## config.mk

```make
export PLATFORM = sky130hd
export DESIGN_NAME = routerSwitch
export DESIGN_NICKNAME = d
export VERILOG_FILES = /design/src/source/routerPkg.sv /design/src/source/queueHeadIf.sv /design/src/source/routerSwitch.sv /design/src/source/crossbarStage.sv /design/src/source/switchArbiter.sv /design/src/source/packetTimer.sv /design/src/source/inputQueue.sv
export SDC_FILE = /design/constraint.sdc
export NUM_CORES = 1
export LEC_CHECK = 0
export BUFFER_PORTS_ARGS = -buffer_cell sky130_fd_sc_hd__buf_2
export CAP_MARGIN = 30
export CORE_UTILIZATION = 26
export DETAILED_ROUTE_END_ITERATION = 8
export GPL_ROUTABILITY_DRIVEN = 0
export GPL_TIMING_DRIVEN = 0
export PLACE_DENSITY = 0.4
export SLEW_MARGIN = 30
export SYNTH_ARGS = -nofsm -noshare
export SYNTH_HDL_FRONTEND = slang
export SYNTH_SLANG_ARGS = --single-unit
```

## constraint.sdc

```tcl
create_clock -name clk -period 3.7 [get_ports clk]
set_input_delay 0.185 -clock clk [delete_from_list [all_inputs] [get_ports clk]]
set_output_delay 0.185 -clock clk [all_outputs]
set_load 0.1 [all_outputs]
```

## src/source/routerPkg.sv

```systemverilog
`default_nettype none

package routerPkg;

  // Port order is Local, North, East, West, South
  localparam int NumPorts = 5;

  localparam int FlitIdWidth = 3;
  localparam int LengthWidth = 12;
  localparam int FlitWidth = 16;
  localparam int PayloadWidth = FlitWidth - FlitIdWidth;

  // Only the head code matters in hardware since it loads the packet timer
  localparam logic [FlitIdWidth-1:0] HeadFlit = 3'd1;
  localparam logic [FlitIdWidth-1:0] BodyFlit = 3'd2;
  localparam logic [FlitIdWidth-1:0] TailFlit = 3'd4;

  typedef struct packed {
    logic                   spare;
    logic [LengthWidth-1:0] length;  // Flit count of the packet, head included
  } headFields;

  // A head flit carries the packet length while body and tail flits carry data
  typedef union packed {
    headFields               head;
    logic [PayloadWidth-1:0] data;
  } flitPayload;

  typedef struct packed {
    logic [FlitIdWidth-1:0] kind;
    flitPayload             payload;
  } flitWord;

endpackage

`default_nettype wire
```

## src/source/queueHeadIf.sv

```systemverilog
`timescale 1ns/1ps
`default_nettype none

// Head of one input queue as seen by the arbiter and the crossbar
interface queueHeadIf
  import routerPkg::*;
();

  flitWord                headFlit;
  logic                   req;         // Queue is not empty
  logic                   pop;
  logic [LengthWidth-1:0] headLength;  // Valid only while isHead is high
  logic                   isHead;

  modport queue (
    output headFlit,
    output req,
    output headLength,
    output isHead,
    input  pop
  );

  modport arbiter (
    input req,
    input headLength,
    input isHead
  );

  modport xbar (
    input  headFlit,
    input  req,
    output pop
  );

endinterface

`default_nettype wire

```

## src/source/routerSwitch.sv

```systemverilog
`timescale 1ns/1ps
`default_nettype none

module routerSwitch
  import routerPkg::*;
#(
  parameter int QueueDepth = 8
) (
  input  logic                clk,
  input  logic                rst,
  input  flitWord             inFlit [NumPorts],
  input  logic [NumPorts-1:0] inValid,
  output logic [NumPorts-1:0] inReady,
  output flitWord             outFlit,
  output logic                outValid,
  output logic [NumPorts-1:0] outPort
);

  logic [NumPorts:0] grant;

  queueHeadIf queueHead [NumPorts] ();

  for (genvar i = 0; i < NumPorts; i++)
  begin : g_queue
    inputQueue #(
      .QueueDepth (QueueDepth)
    ) u_inputQueue (
      .clk     (clk),
      .rst     (rst),
      .inFlit  (inFlit[i]),
      .inValid (inValid[i]),
      .inReady (inReady[i]),
      .head    (queueHead[i])
    );
  end

  switchArbiter u_switchArbiter (
    .clk   (clk),
    .rst   (rst),
    .ports (queueHead),
    .grant (grant)
  );

  // Pops the granted head and registers it onto the shared output
  crossbarStage u_crossbarStage (
    .clk      (clk),
    .rst      (rst),
    .ports    (queueHead),
    .grant    (grant),
    .outFlit  (outFlit),
    .outValid (outValid),
    .outPort  (outPort)
  );

endmodule

`default_nettype wire

```

## src/source/crossbarStage.sv

```systemverilog
`timescale 1ns/1ps
`default_nettype none

module crossbarStage
  import routerPkg::*;
(
  input  logic                clk,
  input  logic                rst,
  queueHeadIf.xbar            ports [NumPorts],
  input  logic [NumPorts:0]   grant,
  output flitWord             outFlit,
  output logic                outValid,
  output logic [NumPorts-1:0] outPort
);

  logic [NumPorts-1:0] req;
  logic [NumPorts-1:0] pop;
  flitWord             headFlit [NumPorts];
  flitWord             selFlit;

  assign pop = grant[NumPorts:1] & req;  // Idle bit is dropped here

  for (genvar i = 0; i < NumPorts; i++)
  begin : g_port
    assign req[i] = ports[i].req;
    assign headFlit[i] = ports[i].headFlit;
    assign ports[i].pop = pop[i];
  end

  // The AND-OR mux relies on grant being one-hot
  always_comb
  begin
    selFlit = '0;
    for (int i = 0; i < NumPorts; i++)
      selFlit = flitWord'(selFlit | (headFlit[i] & {FlitWidth{grant[i+1]}}));
  end

  always_ff @(posedge clk)
  begin
    if (rst)
      outValid <= 1'b0;
    else
      outValid <= |pop;
  end

  always_ff @(posedge clk)
  begin
    outFlit <= selFlit;
    outPort <= pop;
  end

endmodule

`default_nettype wire

```

## src/source/switchArbiter.sv

```systemverilog
`timescale 1ns/1ps
`default_nettype none

// Bit 0 of grant is idle, bits 1 to NumPorts select the ports in order
module switchArbiter
  import routerPkg::*;
(
  input  logic              clk,
  input  logic              rst,
  queueHeadIf.arbiter       ports [NumPorts],
  output logic [NumPorts:0] grant
);

  localparam logic [NumPorts:0] IdleGrant = (NumPorts + 1)'(1);

  logic [NumPorts-1:0]    req;
  logic [NumPorts-1:0]    isHead;
  logic [LengthWidth-1:0] headLength [NumPorts];
  logic [NumPorts-1:0]    timesUp;
  logic [NumPorts:0]      nextGrant;

  for (genvar i = 0; i < NumPorts; i++)
  begin : g_port
    assign req[i] = ports[i].req;
    assign isHead[i] = ports[i].isHead;
    assign headLength[i] = ports[i].headLength;

    // The count includes the cycle being entered, so a grant lasts at most length cycles
    packetTimer u_packetTimer (
      .clk        (clk),
      .rst        (rst),
      .isHead     (isHead[i]),
      .headLength (headLength[i]),
      .run        (nextGrant[i+1]),
      .timesUp    (timesUp[i])
    );
  end

  always_comb
  begin
    int  curPort;
    int  cand;
    logic busy;

    // From idle the search behaves as if South had the grant, so Local comes first
    curPort = NumPorts - 1;
    busy = 1'b0;
    for (int i = 0; i < NumPorts; i++)
    begin
      if (grant[i+1])
      begin
        curPort = i;
        busy = 1'b1;
      end
    end

    nextGrant = IdleGrant;
    // Walking the ring backwards leaves the nearest requester as the winner
    for (int k = NumPorts; k >= 1; k--)
    begin
      cand = curPort + k;
      if (cand >= NumPorts)
        cand = cand - NumPorts;
      if (req[cand] && !(busy && k == NumPorts))  // A busy port never regrants itself here
      begin
        nextGrant = '0;
        nextGrant[cand+1] = 1'b1;
      end
    end

    if (busy && req[curPort] && !timesUp[curPort])
      nextGrant = grant;
  end

  always_ff @(posedge clk)
  begin
    if (rst)
      grant <= IdleGrant;
    else
      grant <= nextGrant;
  end

endmodule

`default_nettype wire

```

## src/source/packetTimer.sv

```systemverilog
`timescale 1ns/1ps
`default_nettype none

module packetTimer
  import routerPkg::*;
(
  input  logic                   clk,
  input  logic                   rst,
  input  logic                   isHead,
  input  logic [LengthWidth-1:0] headLength,
  input  logic                   run,
  output logic                   timesUp
);

  logic [LengthWidth-1:0] packetLength;
  logic [LengthWidth-1:0] count;

  always_ff @(posedge clk)
  begin
    if (rst)
    begin
      packetLength <= '0;
      count <= '0;
    end
    else
    begin
      if (isHead)
        packetLength <= headLength;  // Body flits keep the last head's length
      if (run)
        count <= count + 1'b1;
      else
        count <= '0;
    end
  end

  assign timesUp = (count == packetLength);

endmodule

`default_nettype wire

```

## src/source/inputQueue.sv

```systemverilog
`timescale 1ns/1ps
`default_nettype none

module inputQueue
  import routerPkg::*;
#(
  parameter int QueueDepth = 8
) (
  input  logic      clk,
  input  logic      rst,
  input  flitWord   inFlit,
  input  logic      inValid,
  output logic      inReady,
  queueHeadIf.queue head
);

  localparam int PtrWidth = $clog2(QueueDepth);
  localparam logic [PtrWidth:0] FullCount = (PtrWidth + 1)'(QueueDepth);

  flitWord             mem [QueueDepth];
  flitWord             headWord;
  logic [PtrWidth-1:0] wrPtr;
  logic [PtrWidth-1:0] rdPtr;
  logic [PtrWidth:0]   fill;
  logic                push;
  logic                pull;

  assign inReady = (fill != FullCount);
  assign push = inValid && inReady;
  assign pull = head.pop && head.req;  // Never pop an empty queue

  // Pointers wrap on their own since the depth is a power of two
  always_ff @(posedge clk)
  begin
    if (rst)
    begin
      wrPtr <= '0;
      rdPtr <= '0;
      fill <= '0;
    end
    else
    begin
      if (push)
        wrPtr <= wrPtr + 1'b1;
      if (pull)
        rdPtr <= rdPtr + 1'b1;
      if (push && !pull)
        fill <= fill + 1'b1;
      else if (pull && !push)
        fill <= fill - 1'b1;
    end
  end

  always_ff @(posedge clk)
  begin
    if (push)
      mem[wrPtr] <= inFlit;
  end

  assign headWord = mem[rdPtr];

  assign head.headFlit = headWord;
  assign head.req = (fill != '0);
  assign head.headLength = headWord.payload.head.length;
  assign head.isHead = head.req && (headWord.kind == HeadFlit);

endmodule

`default_nettype wire

```

# Word level (Yosys, flattened, before mapping)
# Memory sizes are Yosys's and may differ from the RTL's. A register that Yosys moved wholly into a read port is not among the register bits.
# Cells that the tools add are included.
# word_totals
regBits	198
ram_bits	640
in_bits	87
word_cells	270
n_memories	5
# op_classes
add_sub_neg	40
n_lt_le_gt_ge	21
eq_ne	15
muxes	82
bitwise	15
n_reduce_logical	61
# memory_table
name	depth	word_bits	read_ports	rd_clocked_by_memory_dff	write_ports	line	rtl
g_queue[0].u_inputQueue.mem	8	16	1	1	1	inputQueue.sv:20	flitWord mem [QueueDepth];
g_queue[1].u_inputQueue.mem	8	16	1	1	1	inputQueue.sv:20	
g_queue[2].u_inputQueue.mem	8	16	1	1	1	inputQueue.sv:20	
g_queue[3].u_inputQueue.mem	8	16	1	1	1	inputQueue.sv:20	
g_queue[4].u_inputQueue.mem	8	16	1	1	1	inputQueue.sv:20	
# ops
op	n
32-bit by 5-bit less-than comparator with 1-bit output, second input constant	11
32-bit two-way mux	9
32-bit by 2-bit adder with 32-bit output, second input constant	6
32-bit by 1-bit >= comparator with 1-bit output, second input constant	5
32-bit by 4-bit >= comparator with 1-bit output, second input constant	5
32-bit by 4-bit subtractor with 32-bit output, second input constant	5
16-bit AND	5
32-bit by 3-bit adder with 32-bit output, second input constant	2
32-bit by 4-bit adder with 32-bit output, second input constant	2
16-bit OR	4
12-bit by 1-bit adder with 12-bit output, second input constant	5
12-bit == test	5
4-bit two-way mux	10
6-bit two-way mux	6
1-bit two-way mux	34
1-bit logical AND	33
3-bit two-way mux	11
3-bit by 1-bit adder with 3-bit output, second input constant	10
1-bit binary-select mux with 3-bit select	7
4-bit by 1-bit adder with 4-bit output, second input constant	5
4-bit inequality test, second input constant	5
4-bit nonzero test	5
4-bit by 1-bit subtractor with 4-bit output, second input constant	5
1-bit demux with 3-bit select	5
7 further kinds	34

# Depth between registers and ports, before layout
# logic_depth
ltp_word	21
ltp_mapped	20
depth_no_buf	16

# Modules after synthesis
# From an unflattened synthesis, not the netlist that was laid out.
# unflattened
hier_cells	2283
hier_area_um2	35963.2
# modules_own_cells
mod	instances	cells_each	area_per_inst_um2	seq_area_each_um2
inputQueue at g_queue[0].u_inputQueue ...	2	273	5572.8	4103.9
inputQueue at g_queue[3].u_inputQueue ...	2	272	5524.0	4103.9
inputQueue at g_queue[1].u_inputQueue	1	273	5575.3	4103.9
packetTimer	5	112	1061.0	480.5
switchArbiter	1	272	1974.4	120.1
crossbarStage	1	88	914.6	440.4

# Worst setup path after synthesis
# OpenSTA, ideal clock, no wires.
# synth_path
path_kind	register to register
start	register u_switchArbiter.grant[4]
end	register u_switchArbiter.g_port[1].u_packetTimer.count[3]
arrival_time_ps	3900
slack_ps	-330
path_stages_with_launch	21
n_path_buf	5
path_cell_list	dfxtp_1 -> clkbuf_8 -> inv_1 -> a21o_2 -> buf_2 -> buf_1 -> ha_1 -> ha_1 -> clkbuf_1 -> nand3_1 -> xnor2_1 -> ha_1 -> and4b_1 -> a31oi_1 -> nor3_1 -> o22ai_1 -> nor2_1 -> mux2_2 -> a2111oi_4 -> buf_4 -> nor3_1
# synth_via
elab_chain_len	18
elab_cells_between_ends	88
cone_classes	15 x add/sub; 15 x order compare; 46 x mux; 1 x bitwise; 11 x reduce/logical
# synth_rtl
element	line	rtl
from (decl)	switchArbiter.sv:11	output logic [NumPorts:0] grant
from (signal assigned)	switchArbiter.sv:78	grant <= IdleGrant;
from (signal assigned)	switchArbiter.sv:80	grant <= nextGrant;
32-bit two-way mux (2 in series)	switchArbiter.sv:50	if (grant[i+1])
32-bit by 4-bit adder with 32-bit output	switchArbiter.sv:61	cand = curPort + k;
32-bit by 4-bit subtractor with 32-bit output or 32-bit by 4-bit >= comparator with 1-bit output (tied branches)	switchArbiter.sv:63, switchArbiter.sv:62	
32-bit two-way mux	switchArbiter.sv:62	if (cand >= NumPorts)
32-bit by 2-bit adder with 32-bit output	switchArbiter.sv:67	nextGrant[cand+1] = 1'b1;
32-bit by 1-bit >= comparator with 1-bit output (implied by the code) or 32-bit by 5-bit less-than comparator with 1-bit output (tied branches)	switchArbiter.sv:67	
1-bit logical AND (implied by the code)	switchArbiter.sv:67	
1-bit two-way mux (implied by the code)	switchArbiter.sv:67	
1-bit demux with 3-bit select	--	
6-bit two-way mux (5 in series)	switchArbiter.sv:64	if (req[cand] && !(busy && k == NumPorts))
6-bit two-way mux *	switchArbiter.sv:71	if (busy && req[curPort] && !timesUp[curPort])
1-bit NOT (no line) *	--	
2-bit OR reduction (no line) *	--	
to (signal assigned)	packetTimer.sv:30	count <= count + 1'b1;
to (decl)	packetTimer.sv:16	logic [LengthWidth-1:0] count;
# Mark *: on every way between the ends. The rest lies on a longest branch, timed or not. The select of a mux whose other input is x is not followed.
# A chain may end at the register's enable or synchronous reset.

# Worst setup path in the final report
# layout_path
start	register u_switchArbiter.grant[4]
end	register u_switchArbiter.g_port[2].u_packetTimer.count[8]
# layout_via
elab_chain_len	18
elab_cells_between_ends	88
cone_classes	15 x add/sub; 15 x order compare; 46 x mux; 1 x bitwise; 11 x reduce/logical
# layout_rtl
element	line
32-bit two-way mux (2 in series)	switchArbiter.sv:50
32-bit by 4-bit adder with 32-bit output	switchArbiter.sv:61
32-bit by 4-bit subtractor with 32-bit output or 32-bit by 4-bit >= comparator with 1-bit output (tied branches)	switchArbiter.sv:63, switchArbiter.sv:62
32-bit two-way mux	switchArbiter.sv:62
32-bit by 2-bit adder with 32-bit output	switchArbiter.sv:67
32-bit by 1-bit >= comparator with 1-bit output (implied by the code) or 32-bit by 5-bit less-than comparator with 1-bit output (tied branches)	switchArbiter.sv:67
1-bit logical AND (implied by the code)	switchArbiter.sv:67
1-bit two-way mux (implied by the code)	switchArbiter.sv:67
1-bit demux with 3-bit select	--
6-bit two-way mux (5 in series)	switchArbiter.sv:64
6-bit two-way mux *	switchArbiter.sv:71
1-bit NOT (no line) *	--
2-bit OR reduction (no line) *	--
to (signal assigned)	packetTimer.sv:30
to (decl)	packetTimer.sv:16
# Marks and branches as above.

==> metrics <==
gr usage total 14.4%; Std-Cell Rows 135; Starting Density 26.2%; pre-CTS setup slack -1160 ps; ANT nets after route 0; post-route minimum period 3620 ps; PwrDens 773 nW/um^2; Met3 Routed Length 4170 um; placed insts 4201; maxcap violations 0; DP Area 39600 um^2; Routed wire per std cell 22.1 um; NumNets Final 2785; status complete, no violations; Final Slew Violations 0; relative max-transition margin 25.3%; DR WL met2 48500 um; Die ar. 138000 um^2; 1st-iter DRT viols 1394; Hold Crit Class input port to flop; setup ws final 81.7 ps; Warnings, synthesis 0; most frequent cell after synthesis edfxtp_1; Layout area overhead 25.2%; top cells by count, synth edfxtp_1 (640), dfxtp_1 (212), mux4_2 (160); first-pass GRT wire length 146000 um; Finished Layout Cells 4505; Max Fclk 276 MHz; critical setup path kind flop to flop; Post-synth EDFFs 640; via count 20654; Worst R2R Start u_switchArbiter.grant[4]$_SDFF_PP0_; worst-case vdd ir drop 0.000493 V; WHS Path Cells 4; fill count 13171; hold path start inValid[3]; synthesized area per cell 16.0 um^2; Die Span Y 372 um; Synth area leader edfxtp_1; Final Cycle Share 97.8%; Core Area 136000 um^2; Seq/Total Area, Yosys 66.0%; final setup vio count 0; CTS root buffer clkbuf_16; input/output buffers 113; largest net degree at the start of global routing 20; final hold violations 0; Skew-Pair Late Insertion Delay 700 ps; vias in the first global route 21919; crit start category flop; Remaining Overflow, GRT 0; worst-case reg-to-reg path depth 18; width of the chip 372 um; Worst-path clk slew 60 ps; ys async rst share 0%; Pre-antenna DRT Iters 5; Remaining DRCs 0; CTS tree yes; hpwl dp 71700 um; Distinct cells, synth 95; Synth Register Bits 852; total CTS buffers 97; Max Buffers Root-to-Sink 3; Worst setup EP type flop; Reg2Reg Capture Point u_switchArbiter.g_port[2].u_packetTimer.count[8]$_SDFF_PP0_; layout cell share with drive strength beyond 1 31.7%; setup slack, reg-to-reg 80 ps; cell area after synthesis 35600 um^2; initial antenna violation count 4; Design Area, Final 44500 um^2; Worst Path Arrival 4180 ps; I/O Pins 114; Worst Skew 32.6 ps; n_diodes 0; CP max FO 10; cells after synthesis 2218; routed wire length 99700 um; total number of H-tree levels 3; Synth Flop Type edfxtp_1; top-area cell type share of the netlist area 54.0%; Data required, critical path 4260 ps; top sig layer met5; via/cell ratio 4.58; Pleak 0.0151 uW; Post-Route M1 WL 44600 um; hold path endpoint g_queue[3].u_inputQueue.wrPtr[1]$_SDFFE_PP0P_; top cells by area, synth edfxtp_1 (54%), dfxtp_1 (12%), mux4_2 (10%); CTS Sinks 852; worst slew pin tran 1120 ps
kinds of logic (layout without fill, tap and decap cells):
group / count (synthesis) / in the layout / share of synthesized area [%]
compound gates: 228 / 228 / 5.06
mux: 313 / 313 / 14.7
buf+inv: 151 / 655 / 2.03
xor+xnor: 152 / 152 / 3.74
other cells: 1 / 3 / 0.0105
fa+ha+maj: 52 / 52 / 1.93
simple gates: 469 / 469 / 6.54
flops: 852 / 852 / 66.0
through the flow:
step / power (uW) / setup TNS (ps) / hold slack (ps) / util (%)
after floorplan: 19300 / 0 / 284 / -
after global placement: 22600 / -275200 / 440 / 28.3
after detailed placement: 22900 / -63320 / 455 / 29.2
after CTS: 34300 / -137 / 23.1 / 32.7
after global routing: 35900 / -61.9 / 105 / 32.8
final: 34400 / 0 / 80.2 / 32.8
power breakdown:
group | switching [uW] | internal, uW
logic | 7890 | 5200
clock network | 3900 | 5750
registers | 555 | 11100
total | 12300 | 22100
flip-flops by register name, indices dropped and copies added (netlist names), named ones only:
register                                           flops
g_queue.u_inputQueue.mem                             640
u_switchArbiter.g_port.u_packetTimer.count            60
u_switchArbiter.g_port.u_packetTimer.packetLength     60
g_queue.u_inputQueue.fill                             20
u_crossbarStage.outFlit                               16
g_queue.u_inputQueue.rdPtr                            15
g_queue.u_inputQueue.wrPtr                            15
u_crossbarStage.outPort                                5
u_switchArbiter.grant                                  5
u_crossbarStage.outValid                               1
layout make-up:
cell class / instances / area, um^2 / share of cell area [%]
multi-input cells: 1217 / 12000 / 27.1
clock buffers: 128 / 2660 / 5.98
plain buffers: 114 / 697 / 1.57
clock inverters: 49 / 534 / 1.20
repair buffers: 331 / 2740 / 6.15
well taps: 1781 / 2230 / 5.01
inverters: 33 / 141 / 0.318
flip-flops and latches: 852 / 23500 / 52.7
worst max path at each step:
stage	startpoint	to	slack, ps
after floorplan	u_switchArbiter.grant[4]$_SDFF_PP0_	u_switchArbiter.g_port[1].u_packetTimer.count[3]$_SDFF_PP0_	9
after CTS	u_switchArbiter.grant[4]$_SDFF_PP0_	u_switchArbiter.g_port[3].u_packetTimer.count[7]$_SDFF_PP0_	-30
after global placement	g_queue[2].u_inputQueue.fill[0]$_SDFFE_PP0P_	g_queue[2].u_inputQueue.mem[0][9]$_DFFE_PP_	-1430
after global routing	u_switchArbiter.grant[4]$_SDFF_PP0_	u_switchArbiter.g_port[2].u_packetTimer.count[0]$_SDFF_PP0_	-30
final	u_switchArbiter.grant[4]$_SDFF_PP0_	u_switchArbiter.g_port[2].u_packetTimer.count[8]$_SDFF_PP0_	80
after detailed placement	u_switchArbiter.grant[2]$_SDFF_PP0_	u_switchArbiter.g_port[2].u_packetTimer.count[8]$_SDFF_PP0_	-1160
timing repair:
item / 4_1_cts / 5_1_grt
hold buffers: 84 / 0
pin swaps: 36 / 22
buffers inserted: 35 / 7
hold endpoints to repair: 650 / 0
gates resized for setup: 95 / 40
cloned: 3 / 1
setup endpoints to repair: 67 / 66
layout by cell type, fill, tap and decap left out, types with 20 or more instances in the layout:
master	n
inv_1	24
a21oi_1	55
mux4_2	160
mux2_2	80
xnor2_1	100
mux2i_1	70
nand2_1	94
a211oi_2	21
nand4_1	20
dfxtp_1	208
nor3_1	25
edfxtp_1	640
clkbuf_16	101
nor2_1	139
nand3_1	31
and3_1	20
buf_4	101
clkbuf_1	62
a22oi_1	20
ha_1	36
buf_2	148
xor2_1	48
dlygate4sd3_1	85
metal layers:
metal | vias up | GRT usage [%]
met5 | - | 0
met4 | 2 | 4.08
met3 | 146 | 2.71
met2 | 433 | 24.4
met1 | 10581 | 18.8
li1 | 9492 | -
worst max-delay path: stages (launching register included):
cell and delay, ps:
dfxtp_2 330, buf_8 130, nor4_4 350, or2_4 230, clkinv_4 70, ha_4 170
nor2b_2 170, a211o_2 310, o21ai_2 90, inv_2 80, ha_4 180, inv_2 90
o21ai_1 70, a31o_2 280, nand2_1 90, a21oi_1 80, o311ai_4 460, buf_6 220
a21oi_1 80
No activity file was read; power rests on OpenSTA's default activity.
